`src/source/video_cfg.svh`:
```
// ----------------------------------------------------------
// raster geometry, coordinate widths and pixel word width
// ----------------------------------------------------------
`ifndef VIDEO_CFG_SVH
`define VIDEO_CFG_SVH

// ----------------------------------------------------------
// horizontal timing, in pixels (22 per line)
// ----------------------------------------------------------
`define H_ACTIVE    16      // visible columns
`define H_FRONT     2       // front porch
`define H_SYNC      2       // sync pulse
`define H_BACK      2       // back porch

// ----------------------------------------------------------
// vertical timing, in lines (15 per frame)
// ----------------------------------------------------------
`define V_ACTIVE    12      // visible lines
`define V_FRONT     1
`define V_SYNC      1
`define V_BACK      1

// counter widths, must cover the totals above
`define H_WIDTH     6       // 0..21
`define V_WIDTH     5       // 0..14

// RGB565 word
`define COLOR_WIDTH 16

`endif

```
`src/source/PixelPkg.sv`:
```
// ----------------------------------------------------------
// RGB565 pixel word and the channel average helper
// ----------------------------------------------------------
`default_nettype none

`include "video_cfg.svh"

package PixelPkg;

    typedef union packed {
        logic [`COLOR_WIDTH-1:0] raw;   // muxing and outputs
        struct packed {
            logic [4:0] red;
            logic [5:0] green;
            logic [4:0] blue;
        } rgb;                          // per channel view for blending
    } pixelWordT;

    // per channel floor((a + b) / 2), one carry bit per channel
    function automatic pixelWordT avgPixel(input pixelWordT a, input pixelWordT b);
        logic [5:0] red;
        logic [6:0] green;
        logic [5:0] blue;
        pixelWordT  avg;
        red   = {1'b0, a.rgb.red}   + {1'b0, b.rgb.red};
        green = {1'b0, a.rgb.green} + {1'b0, b.rgb.green};
        blue  = {1'b0, a.rgb.blue}  + {1'b0, b.rgb.blue};
        avg.rgb.red   = red[5:1];       // drop lsb, rounds down
        avg.rgb.green = green[6:1];
        avg.rgb.blue  = blue[5:1];
        return avg;
    endfunction

endpackage

`default_nettype wire

```
`src/source/VideoTimingPkg.sv`:
```
// ----------------------------------------------------------
// scan coordinate types for horizontal and vertical position
// ----------------------------------------------------------
`default_nettype none

`include "video_cfg.svh"

package VideoTimingPkg;

    // ------------------------------------------------------
    // raster coordinates
    // ------------------------------------------------------

    // column index, covers active area plus blanking
    typedef logic [`H_WIDTH-1:0] hCoordT;

    // line index, covers active lines plus blanking
    typedef logic [`V_WIDTH-1:0] vCoordT;

    // note: bounds given to the shape generators are also
    // plain coordinates of these types, inclusive on both
    // ends, so a start greater than the end gives an empty
    // shape without any extra flag

endpackage

`default_nettype wire

```
`src/source/ScanIf.sv`:
```
// ----------------------------------------------------------
// scan bus: position, active flag and sync pulses
// ----------------------------------------------------------
`timescale 1ns/1ps
`default_nettype none

interface ScanIf
    import VideoTimingPkg::*;
();

    hCoordT hPos;       // current column
    vCoordT vPos;       // current line
    logic   active;     // inside visible area
    logic   hSync;      // line sync, active high
    logic   vSync;      // frame sync, active high

    // timing generator side
    modport src (
        output hPos,
        output vPos,
        output active,
        output hSync,
        output vSync
    );

    // shape generators and mixer
    modport dst (
        input  hPos,
        input  vPos,
        input  active,
        input  hSync,
        input  vSync
    );

endinterface

`default_nettype wire

```
`src/source/DotFrameGen.sv`:
```
// ----------------------------------------------------------
// rectangle outline detector with border thickness 1..3
// ----------------------------------------------------------
`timescale 1ns/1ps
`default_nettype none

module DotFrameGen
    import VideoTimingPkg::*;
    import PixelPkg::*;
(
    input  wire logic       iClk,
    input  wire logic       reset,
    ScanIf.dst              scan,
    input  wire hCoordT     xStart,     // inclusive outer bounds
    input  wire hCoordT     xEnd,
    input  wire vCoordT     yStart,
    input  wire vCoordT     yEnd,
    input  wire logic [1:0] thickness,  // border width in pixels
    input  wire pixelWordT  color,
    output pixelWordT       pixel,
    output logic            valid       // pixel on the outline
);

    // ------------------------------------------------------
    // stage 1 outer box and edge distances
    // ------------------------------------------------------
    logic   qInside;
    logic   [3:0] qNear;                // left, right, top, bottom
    hCoordT thickH;
    vCoordT thickV;
    logic   rInside;
    logic   [3:0] rNear;
    pixelWordT rColor;

    always_comb
    begin
        thickH  = hCoordT'(thickness);
        thickV  = vCoordT'(thickness);
        qInside = scan.active
                && (scan.hPos >= xStart) && (scan.hPos <= xEnd)
                && (scan.vPos >= yStart) && (scan.vPos <= yEnd);
        // wrapped differences only occur outside the box
        qNear[0] = (hCoordT'(scan.hPos - xStart) < thickH);
        qNear[1] = (hCoordT'(xEnd - scan.hPos)   < thickH);
        qNear[2] = (vCoordT'(scan.vPos - yStart) < thickV);
        qNear[3] = (vCoordT'(yEnd - scan.vPos)   < thickV);
    end

    always_ff @(posedge iClk)
    begin
        if (reset)
        begin
            rInside <= 1'b0;
            rNear   <= '0;
        end
        else
        begin
            rInside <= qInside;
            rNear   <= qNear;
        end
        rColor <= color;                    // colour first delay
    end

    // ------------------------------------------------------
    // stage 2 inside the box and close to any edge
    // ------------------------------------------------------
    always_ff @(posedge iClk)
    begin
        if (reset)
            valid <= 1'b0;
        else
            valid <= rInside && (|rNear);
        pixel <= rColor;
    end

    thicknessA: assert property (@(posedge iClk) disable iff (reset)
        thickness != 2'd0);

endmodule

`default_nettype wire

```
`src/source/DotSquareGen.sv`:
```
// ----------------------------------------------------------
// filled rectangle hit detector, two register stages
// ----------------------------------------------------------
`timescale 1ns/1ps
`default_nettype none

module DotSquareGen
    import VideoTimingPkg::*;
    import PixelPkg::*;
(
    input  wire logic      iClk,
    input  wire logic      reset,
    ScanIf.dst             scan,
    input  wire hCoordT    xStart,     // inclusive
    input  wire hCoordT    xEnd,       // inclusive
    input  wire vCoordT    yStart,
    input  wire vCoordT    yEnd,
    input  wire pixelWordT color,      // fill colour
    output pixelWordT      pixel,
    output logic           valid       // pixel inside rectangle
);

    // ------------------------------------------------------
    // stage 1: the four bound compares
    // ------------------------------------------------------
    logic [3:0] qCke;
    logic [3:0] rCke;
    pixelWordT  rColor;                     // colour, first delay

    always_comb
    begin
        qCke[0] = (scan.hPos >= xStart);
        qCke[1] = (scan.hPos <= xEnd);
        qCke[2] = (scan.vPos >= yStart);
        qCke[3] = (scan.vPos <= yEnd);
    end

    always_ff @(posedge iClk)
    begin
        if (reset)
            rCke <= '0;
        else
            rCke <= qCke & {4{scan.active}};  // blanking never hits
    end

    always_ff @(posedge iClk)
    begin
        rColor <= color;
    end

    // ------------------------------------------------------
    // stage 2: combine, colour second delay
    // ------------------------------------------------------
    always_ff @(posedge iClk)
    begin
        if (reset)
            valid <= 1'b0;
        else
            valid <= &rCke;                 // empty range -> no hits
    end

    always_ff @(posedge iClk)
    begin
        pixel <= rColor;
    end

    // hits only come from the visible area
    validActiveA: assert property (@(posedge iClk) disable iff (reset)
        valid |-> $past(scan.active, 2));

endmodule

`default_nettype wire

```
`src/source/LayerMixer.sv`:
```
// ----------------------------------------------------------
// layer priority, blend and output register with sync delay
// ----------------------------------------------------------
`timescale 1ns/1ps
`default_nettype none

module LayerMixer
    import PixelPkg::*;
(
    input  wire logic      iClk,
    input  wire logic      reset,
    ScanIf.dst             scan,        // active and syncs only
    input  wire pixelWordT fillPixel,
    input  wire logic      fillValid,
    input  wire pixelWordT framePixel,
    input  wire logic      frameValid,
    input  wire logic      fillEn,
    input  wire logic      frameEn,
    input  wire logic      blendEn,     // half fill, half background
    input  wire pixelWordT background,
    output pixelWordT      pixel,
    output logic           de,
    output logic           hSync,
    output logic           vSync
);

    // ------------------------------------------------------
    // control delay, two stages to meet the generators
    // ------------------------------------------------------
    logic [2:0] rCtlD1;                 // {active, hSync, vSync}
    logic [2:0] rCtlD2;

    always_ff @(posedge iClk)
    begin
        if (reset)
        begin
            rCtlD1 <= '0;
            rCtlD2 <= '0;
        end
        else
        begin
            rCtlD1 <= {scan.active, scan.hSync, scan.vSync};
            rCtlD2 <= rCtlD1;
        end
    end

    // ------------------------------------------------------
    // layer select, frame over fill over background
    // ------------------------------------------------------
    pixelWordT qPixel;

    always_comb
    begin
        if (frameValid && frameEn)
            qPixel = framePixel;
        else if (fillValid && fillEn)
            qPixel = blendEn ? avgPixel(fillPixel, background) : fillPixel;
        else
            qPixel = background;
    end

    // output stage, third cycle of the control delay
    always_ff @(posedge iClk)
    begin
        if (reset)
            {de, hSync, vSync} <= 3'b000;
        else
            {de, hSync, vSync} <= rCtlD2;
        pixel.raw <= rCtlD2[2] ? qPixel.raw : '0;   // black in blanking
    end

    blankPixelA: assert property (@(posedge iClk) disable iff (reset)
        !de |-> (pixel.raw == '0));

endmodule

`default_nettype wire

```
`src/source/RectOverlayTop.sv`:
```
// ----------------------------------------------------------
// overlay top: timing, fill and frame generators, mixer
// ----------------------------------------------------------
`timescale 1ns/1ps
`default_nettype none

module RectOverlayTop
    import VideoTimingPkg::*;
    import PixelPkg::*;
(
    input  wire logic       iClk,
    input  wire logic       reset,
    // filled rectangle
    input  wire hCoordT     fillXStart,
    input  wire hCoordT     fillXEnd,
    input  wire vCoordT     fillYStart,
    input  wire vCoordT     fillYEnd,
    input  wire pixelWordT  fillColor,
    // outlined rectangle
    input  wire hCoordT     frameXStart,
    input  wire hCoordT     frameXEnd,
    input  wire vCoordT     frameYStart,
    input  wire vCoordT     frameYEnd,
    input  wire pixelWordT  frameColor,
    input  wire logic [1:0] frameThickness,
    // mixing
    input  wire logic       fillEn,
    input  wire logic       frameEn,
    input  wire logic       blendEn,
    input  wire pixelWordT  background,
    // video out, 3 cycles behind the scan
    output pixelWordT       pixel,
    output logic            de,
    output logic            hSync,
    output logic            vSync
);

    ScanIf scanBus ();

    pixelWordT fillPixel;               // generator outputs at t+2
    logic      fillValid;
    pixelWordT framePixel;
    logic      frameValid;

    ScanTimingGen uTiming (.iClk(iClk), .reset(reset), .scan(scanBus));

    DotSquareGen uSquare (
        .iClk(iClk), .reset(reset), .scan(scanBus),
        .xStart(fillXStart), .xEnd(fillXEnd),
        .yStart(fillYStart), .yEnd(fillYEnd),
        .color(fillColor), .pixel(fillPixel), .valid(fillValid)
    );

    DotFrameGen uFrame (
        .iClk(iClk), .reset(reset), .scan(scanBus),
        .xStart(frameXStart), .xEnd(frameXEnd),
        .yStart(frameYStart), .yEnd(frameYEnd), .thickness(frameThickness),
        .color(frameColor), .pixel(framePixel), .valid(frameValid)
    );

    LayerMixer uMixer (
        .iClk(iClk), .reset(reset), .scan(scanBus),
        .fillPixel(fillPixel), .fillValid(fillValid),
        .framePixel(framePixel), .frameValid(frameValid),
        .fillEn(fillEn), .frameEn(frameEn), .blendEn(blendEn),
        .background(background),
        .pixel(pixel), .de(de), .hSync(hSync), .vSync(vSync)
    );

endmodule

`default_nettype wire

```
`src/source/ScanTimingGen.sv`:
```
// ----------------------------------------------------------
// free running raster counters with active and sync decode
// ----------------------------------------------------------
`timescale 1ns/1ps
`default_nettype none

`include "video_cfg.svh"

module ScanTimingGen
    import VideoTimingPkg::*;
(
    input  wire logic iClk,
    input  wire logic reset,        // sync, active high
    ScanIf.src        scan
);

    // ------------------------------------------------------
    // geometry from cfg
    // ------------------------------------------------------
    localparam int hTotal = `H_ACTIVE + `H_FRONT + `H_SYNC + `H_BACK;
    localparam int vTotal = `V_ACTIVE + `V_FRONT + `V_SYNC + `V_BACK;

    localparam hCoordT hLast      = hCoordT'(hTotal - 1);
    localparam hCoordT hActEnd    = hCoordT'(`H_ACTIVE);
    localparam hCoordT hSyncStart = hCoordT'(`H_ACTIVE + `H_FRONT);
    localparam hCoordT hSyncEnd   = hCoordT'(`H_ACTIVE + `H_FRONT + `H_SYNC);

    localparam vCoordT vLast      = vCoordT'(vTotal - 1);
    localparam vCoordT vActEnd    = vCoordT'(`V_ACTIVE);
    localparam vCoordT vSyncStart = vCoordT'(`V_ACTIVE + `V_FRONT);
    localparam vCoordT vSyncEnd   = vCoordT'(`V_ACTIVE + `V_FRONT + `V_SYNC);

    // ------------------------------------------------------
    // next position
    // ------------------------------------------------------
    hCoordT qHPos;
    vCoordT qVPos;
    logic   qHWrap;             // last column of the line

    always_comb
    begin
        qHWrap = (scan.hPos == hLast);
        qHPos  = qHWrap ? '0 : scan.hPos + 1'b1;
        if (!qHWrap)
            qVPos = scan.vPos;                  // hold within line
        else if (scan.vPos == vLast)
            qVPos = '0;                         // end of frame
        else
            qVPos = scan.vPos + 1'b1;
    end

    // ------------------------------------------------------
    // registered outputs, decoded from the next position
    // so flags line up with hPos / vPos on the same cycle
    // ------------------------------------------------------
    always_ff @(posedge iClk)
    begin
        if (reset)
        begin
            scan.hPos   <= '0;
            scan.vPos   <= '0;
            scan.active <= 1'b1;                // (0,0) is visible
            scan.hSync  <= 1'b0;
            scan.vSync  <= 1'b0;
        end
        else
        begin
            scan.hPos   <= qHPos;
            scan.vPos   <= qVPos;
            scan.active <= (qHPos < hActEnd) && (qVPos < vActEnd);
            scan.hSync  <= (qHPos >= hSyncStart) && (qHPos < hSyncEnd);
            scan.vSync  <= (qVPos >= vSyncStart) && (qVPos < vSyncEnd);
        end
    end

    // counter must wrap before the line total
    hPosRangeA: assert property (@(posedge iClk) disable iff (reset)
        scan.hPos < hCoordT'(hTotal));

endmodule

`default_nettype wire

```
`config.mk`:
```
export PLATFORM = sky130hd
export DESIGN_NAME = RectOverlayTop
export DESIGN_NICKNAME = d
export VERILOG_FILES = /design/src/source/PixelPkg.sv /design/src/source/VideoTimingPkg.sv /design/src/source/ScanIf.sv /design/src/source/DotFrameGen.sv /design/src/source/DotSquareGen.sv /design/src/source/LayerMixer.sv /design/src/source/RectOverlayTop.sv /design/src/source/ScanTimingGen.sv
export VERILOG_INCLUDE_DIRS = /design/src /design/src/source
export SDC_FILE = /design/constraint.sdc
export NUM_CORES = 1
export LEC_CHECK = 0
export ABC_AREA = 1
export BUFFER_PORTS_ARGS = -buffer_cell sky130_fd_sc_hd__buf_4
export CORE_ASPECT_RATIO = 2
export CORE_MARGIN = 5
export CORE_UTILIZATION = 40
export DETAILED_ROUTE_END_ITERATION = 12
export GPL_TIMING_DRIVEN = 0
export PLACE_DENSITY = 0.65
export SYNTH_ARGS = -nofsm -noshare
export SYNTH_HDL_FRONTEND = slang
export SYNTH_SLANG_ARGS = --single-unit
```
`constraint.sdc`:
```
create_clock -name iClk -period 4.16 [get_ports iClk]
set_input_delay 0.208 -clock iClk [delete_from_list [all_inputs] [get_ports iClk]]
set_output_delay 0.208 -clock iClk [all_outputs]
set_load 0.02 [all_outputs]
```
# Word-level counts from Yosys, hierarchy flattened
# Index checks and enable logic that the tools add are counted.
# Widths: inputs -> output; s select.
[word_totals]
output_inout_bits = 19
inputBits = 99
ramBits = 0
n_memories = 0
latch_bits = 0
mem_bits_ro = 0
wordCells = 68
ff_bits = 114
[classes]
n_mul = 0
bitwise = 1
n_shift = 0
div_mod_pow = 0
n_lt_le_gt_ge = 18
n_reduce_logical = 12
n_addsub = 9
n_eq_ne = 2
mux = 6
[op_table]
columns = ["operator", "n"]
rows = [
  ["$mux 16", 3],
  ["$add 5x5->6", 2],
  ["$ge 6x6->1", 2],
  ["$le 6x6->1", 2],
  ["$lt 6x2->1", 2],
  ["$lt 6x5->1 const B", 2],
  ["$sub 6x6->6", 2],
  ["$ge 5x5->1", 2],
  ["$le 5x5->1", 2],
  ["$logic_and 1x1->1", 10],
  ["$lt 5x2->1", 2],
  ["$lt 5x4->1 const B", 2],
  ["$mux 5", 2],
  ["$sub 5x5->5", 2],
  ["$add 6x6->7", 1],
  ["$add 6x1->6 const B", 1],
  ["$eq 6x5->1 const B", 1],
  ["$ge 6x5->1 const B", 1],
  ["$mux 6", 1],
  ["$add 5x1->5 const B", 1],
  ["$eq 5x4->1 const B", 1],
  ["$ge 5x4->1 const B", 1],
  ["$and 4x4->4", 1],
  ["$reduce_and 4->1", 1],
  ["$reduce_or 4->1", 1],
]

# Longest topological paths before layout
[depth]
word_depth = 5
ltp_mapped = 12
ltp_nobuf = 12

# Hierarchy
# From an unflattened synthesis, not the netlist that was laid out.
[hier_totals]
cells_unflattened = 766
area_unflattened_um2 = 5819.3
[modules_own_cells]
columns = ["mod", "n_inst", "cells_per_inst", "seq_area_each_um2", "area_per_inst_um2"]
rows = [
  ["DotFrameGen", 1, 249, 760.7, 1943.1],
  ["LayerMixer", 1, 261, 500.5, 1710.4],
  ["DotSquareGen", 1, 141, 740.7, 1373.8],
  ["ScanTimingGen", 1, 115, 280.3, 792.0],
]

# Worst setup path before layout
# No wires, ideal clock.
[synth_timing]
kind = "register -> register"
start = "register uTiming.scan.hPos[0]"
end = "register uFrame.rNear[0]"
n_path_buf = 0
stages_incl_launch_ff = 12
slack_ns = 2.064
t_required_ns = 4.104
setup_ns = 0.056
arrival_time_ns = 2.040
synth_period_minus_slack_ns = 2.096
cell_sequence = "dfxtp_1 > inv_1 > ha_1 > inv_1 > fa_1 > ha_1 > or2_2 > a211oi_1 > nand2_1 > nor2_1 > nand2_1 > inv_1"
[synth_via]
elab_chain_cells = 2
[synth_rtl]
columns = ["element", "line_no", "text"]
rows = [
  ["start, declared", "ScanIf.sv:19", "output hPos,"],
  ["start signal, assigned", "ScanTimingGen.sv:68", "scan.hPos <= qHPos;"],
  ["$sub 6x6->6", "DotFrameGen.sv:43", "qNear[0] = (hCoordT'(scan.hPos - xStart) < thickH);"],
  ["$lt 6x2->1", "DotFrameGen.sv:43", ""],
  ["end signal, assigned", "DotFrameGen.sv:59", "rNear <= qNear;"],
  ["end, declared", "DotFrameGen.sv:32", "logic [3:0] rNear;"],
]
# No other way between the ends.
# A chain may end at the register's enable or synchronous reset.

# Worst setup path after layout
# Ends and elaborated chain as after synthesis.

==> run metrics <==
met1 WL=4690 um; total track usage=18.5%; row count=61; io pins=118; startpoint type of the worst setup path=register; Final #Nets=1030; global route overflow=0; syn nets=863; routed len/inst=13.8 um; number of fill cells=1304; Fmax achieved=421 MHz; Port Buffers=116; CTS buffer count=17; Post-synth EDFFs=0; Top Layer Used=met4; postcts setup bufs=0; top cell types by occurrence after synthesis=dfxtp_1 (114), nand2_1 (108), inv_1 (107), nor2_1 (77), ha_1 (65); vias=5088; RSZ-0062 raised after global routing=no; WL final=14700 um; first-pass GRT wire length=23400 um; Netlist cell types=43; Routability Congestion=0.849; DR pass1 iterations=6; Placement Setup Slack=1.78 ns; hpwl dp=11900 um; ys async rst share=0%; dominant cells by area after synthesis=dfxtp_1 (41%), ha_1 (15%), nand2_1 (7.3%); Ys Warns=0; final worst setup slack=1.78 ns; Crit path arrival time=2.72 ns; antenna violations before repair=0; htree depth=4; Hold Fails Final Rpt=0; Cells after Synth=692; layout cells sized above 1=19.4%; Pleak=3.88 nW; setup TNS=0 ns; status=completed; DR WL met2=8650 um; Slew Viols, Final=0; Tmin final=2.38 ns; Post-DRT Antenna Nets=0; DR iter-0 viols=136; largest net degree at the start of global routing=17; ANT cells=0; Clk Latency, worst-skew pair=0.40 ns; max cap viols=0; Pwr per Cell Area=393 mW/mm^2; Clock transition at path regs=0.06 ns; top-area cell type share of the netlist area=40.8%; Worst Max-Slew Pin Slew=0.617 ns; sequential fraction of the synthesis area=40.8%; max_slew headroom=58.9%; Die Y=177 um; die area=0.0166 mm^2; period utilisation layout=57.1%; crit end category=register; CTS sink cnt=114; CTS Buffer Depth=2; most common cell in the netlist=dfxtp_1; #FFs+latches synth=114; kind of critical path=register to register; vias in the first global route=5153; Post-Syn Area per Cell=8.08 um^2; Clock Skews=0.00679 ns; Initial Utilization=40.5%; Hold WC Path Type=input pin to register; Crit path required time=4.50 ns; hold_ws=0.105 ns; cell taking the most area after synthesis=dfxtp_1; Synth Cell Area=0.00559 mm^2; Root Driver=clkbuf_16; Synth Flop Type=dfxtp_1; area grow syn2layout=36.5%; CTS tree=done; metal3 WL=587 um; Die Wd=93.6 um; core area=0.0138 mm^2; CP max FO=7; VDD IR max=191 uV; Final Setup Violations=0; Residual DRC=0; Final Util=55.2%; vias per inst=4.80
through the flow:
step           std cells  total power [mW]  cell area [um^2]
6_report            1061              3.00              7630
5_1_grt             1061              3.15              7630
4_1_cts             1061              3.04              7630
3_5_place_dp         997              1.54              6700
3_3_place_gp         997              1.53              6700
2_1_floorplan        692              1.38              5590
cells in the final DEF (no fill, tap or decap), types with 2 or more instances in the layout:
master         netlist  routed
clkinv_2             1       2
o21bai_1             2       2
clkinv_4             0       5
fa_1                 7       7
inv_6                0       2
o2111ai_1            2       2
nand3_1             45      45
o211ai_1             3       3
a21boi_0             2       2
nand3b_1             2       2
inv_8                0       4
buf_1                3       3
nor2_2               2       2
o21ai_0             30      30
a21oi_1             46      46
dlygate4sd3_1        0      32
nor2_1              77      77
a31oi_1              7       7
nor4_1               2       2
clkbuf_1             5       5
xnor2_1              6       6
xor2_1               6       6
nand4_1             19      19
bufinv_16            0       2
nand2_1            108     108
nand3_2              2       2
ha_1                65      65
a21o_1               3       3
inv_1              107     107
buf_4                1     117
clkbuf_16            0      17
buf_2                5       5
nor3_1               3       3
dfxtp_1            114     114
nand2_2              3       3
routing by layer:
metal / vias up / track usage [%]
li1: 2602 / -
met1: 2325 / 16.0
met2: 124 / 37.5
met3: 37 / 3.79
met4: 0 / 10.2
met5: - / 0
flip-flops by register name, indices dropped and copies added, names as in the netlist, 3 cells and up:
name and count:
uFrame.pixel 16, uFrame.rColor 16, uMixer.pixel 16, uSquare.pixel 16, uSquare.rColor 16, uTiming.scan.hPos 6, uTiming.scan.vPos 5, uFrame.rNear 4
uSquare.rCke 4, uMixer.rCtlD1 3, uMixer.rCtlD2 3
power breakdown:
group          internal (mW)  total, mW  leakage [nW]  switching (mW)
Clock                  0.920       1.47         0.303           0.546
Combinational          0.186      0.377          2.63           0.191
Sequential              1.14       1.16         0.948          0.0207
final timing paths:
path | start | endpoint | slack, ns | depth (start not counted)
max | uTiming.scan.hPos[0] | uFrame.rNear[0] | 1.78 | 11
min | background[5] | uMixer.pixel[5] | 0.10 | 3
max reg2reg | uTiming.scan.hPos[0] | uFrame.rNear[0] | 1.78 | 11
min reg2reg | uFrame.rColor[0] | uFrame.pixel[0] | 0.32 | 0
worst max-delay path: stages (launching register included):
cell      delay (ns)
dfxtp_1         0.45
inv_1           0.13
ha_1            0.19
inv_1           0.10
fa_1            0.44
ha_1            0.19
or2_2           0.29
a211oi_1        0.23
nand2_1         0.08
nor2_1          0.08
nand2_1         0.05
inv_1           0.08
layout make-up:
class / instances / area (um^2) / area share, %
clock buffers: 18 / 439 / 5.76
inverters: 109 / 410 / 5.38
clock inverters: 14 / 171 / 2.25
flip-flops and latches: 114 / 2280 / 29.9
multi-input cells: 455 / 2840 / 37.2
well taps: 189 / 236 / 3.10
repair buffers: 148 / 1190 / 15.6
plain buffers: 14 / 62.6 / 0.820
timing repair:
item,CTS,global route
gates resized for setup,0,0
hold buffers,32,0
endpoints found under the hold margin,32,0
cell families after synthesis:
logic type               Yosys count  share of synthesized area [%]
adder cells (fa/ha/maj)           72                           17.1
buffers and inverters            123                           8.46
AO/OA/AOI/OAI                    102                           10.2
AND/OR/NAND/NOR                  269                           21.6
XOR/XNOR                          12                           1.88
flip-flops                       114                           40.8
Note: power is estimated with default switching activity, not from simulation.
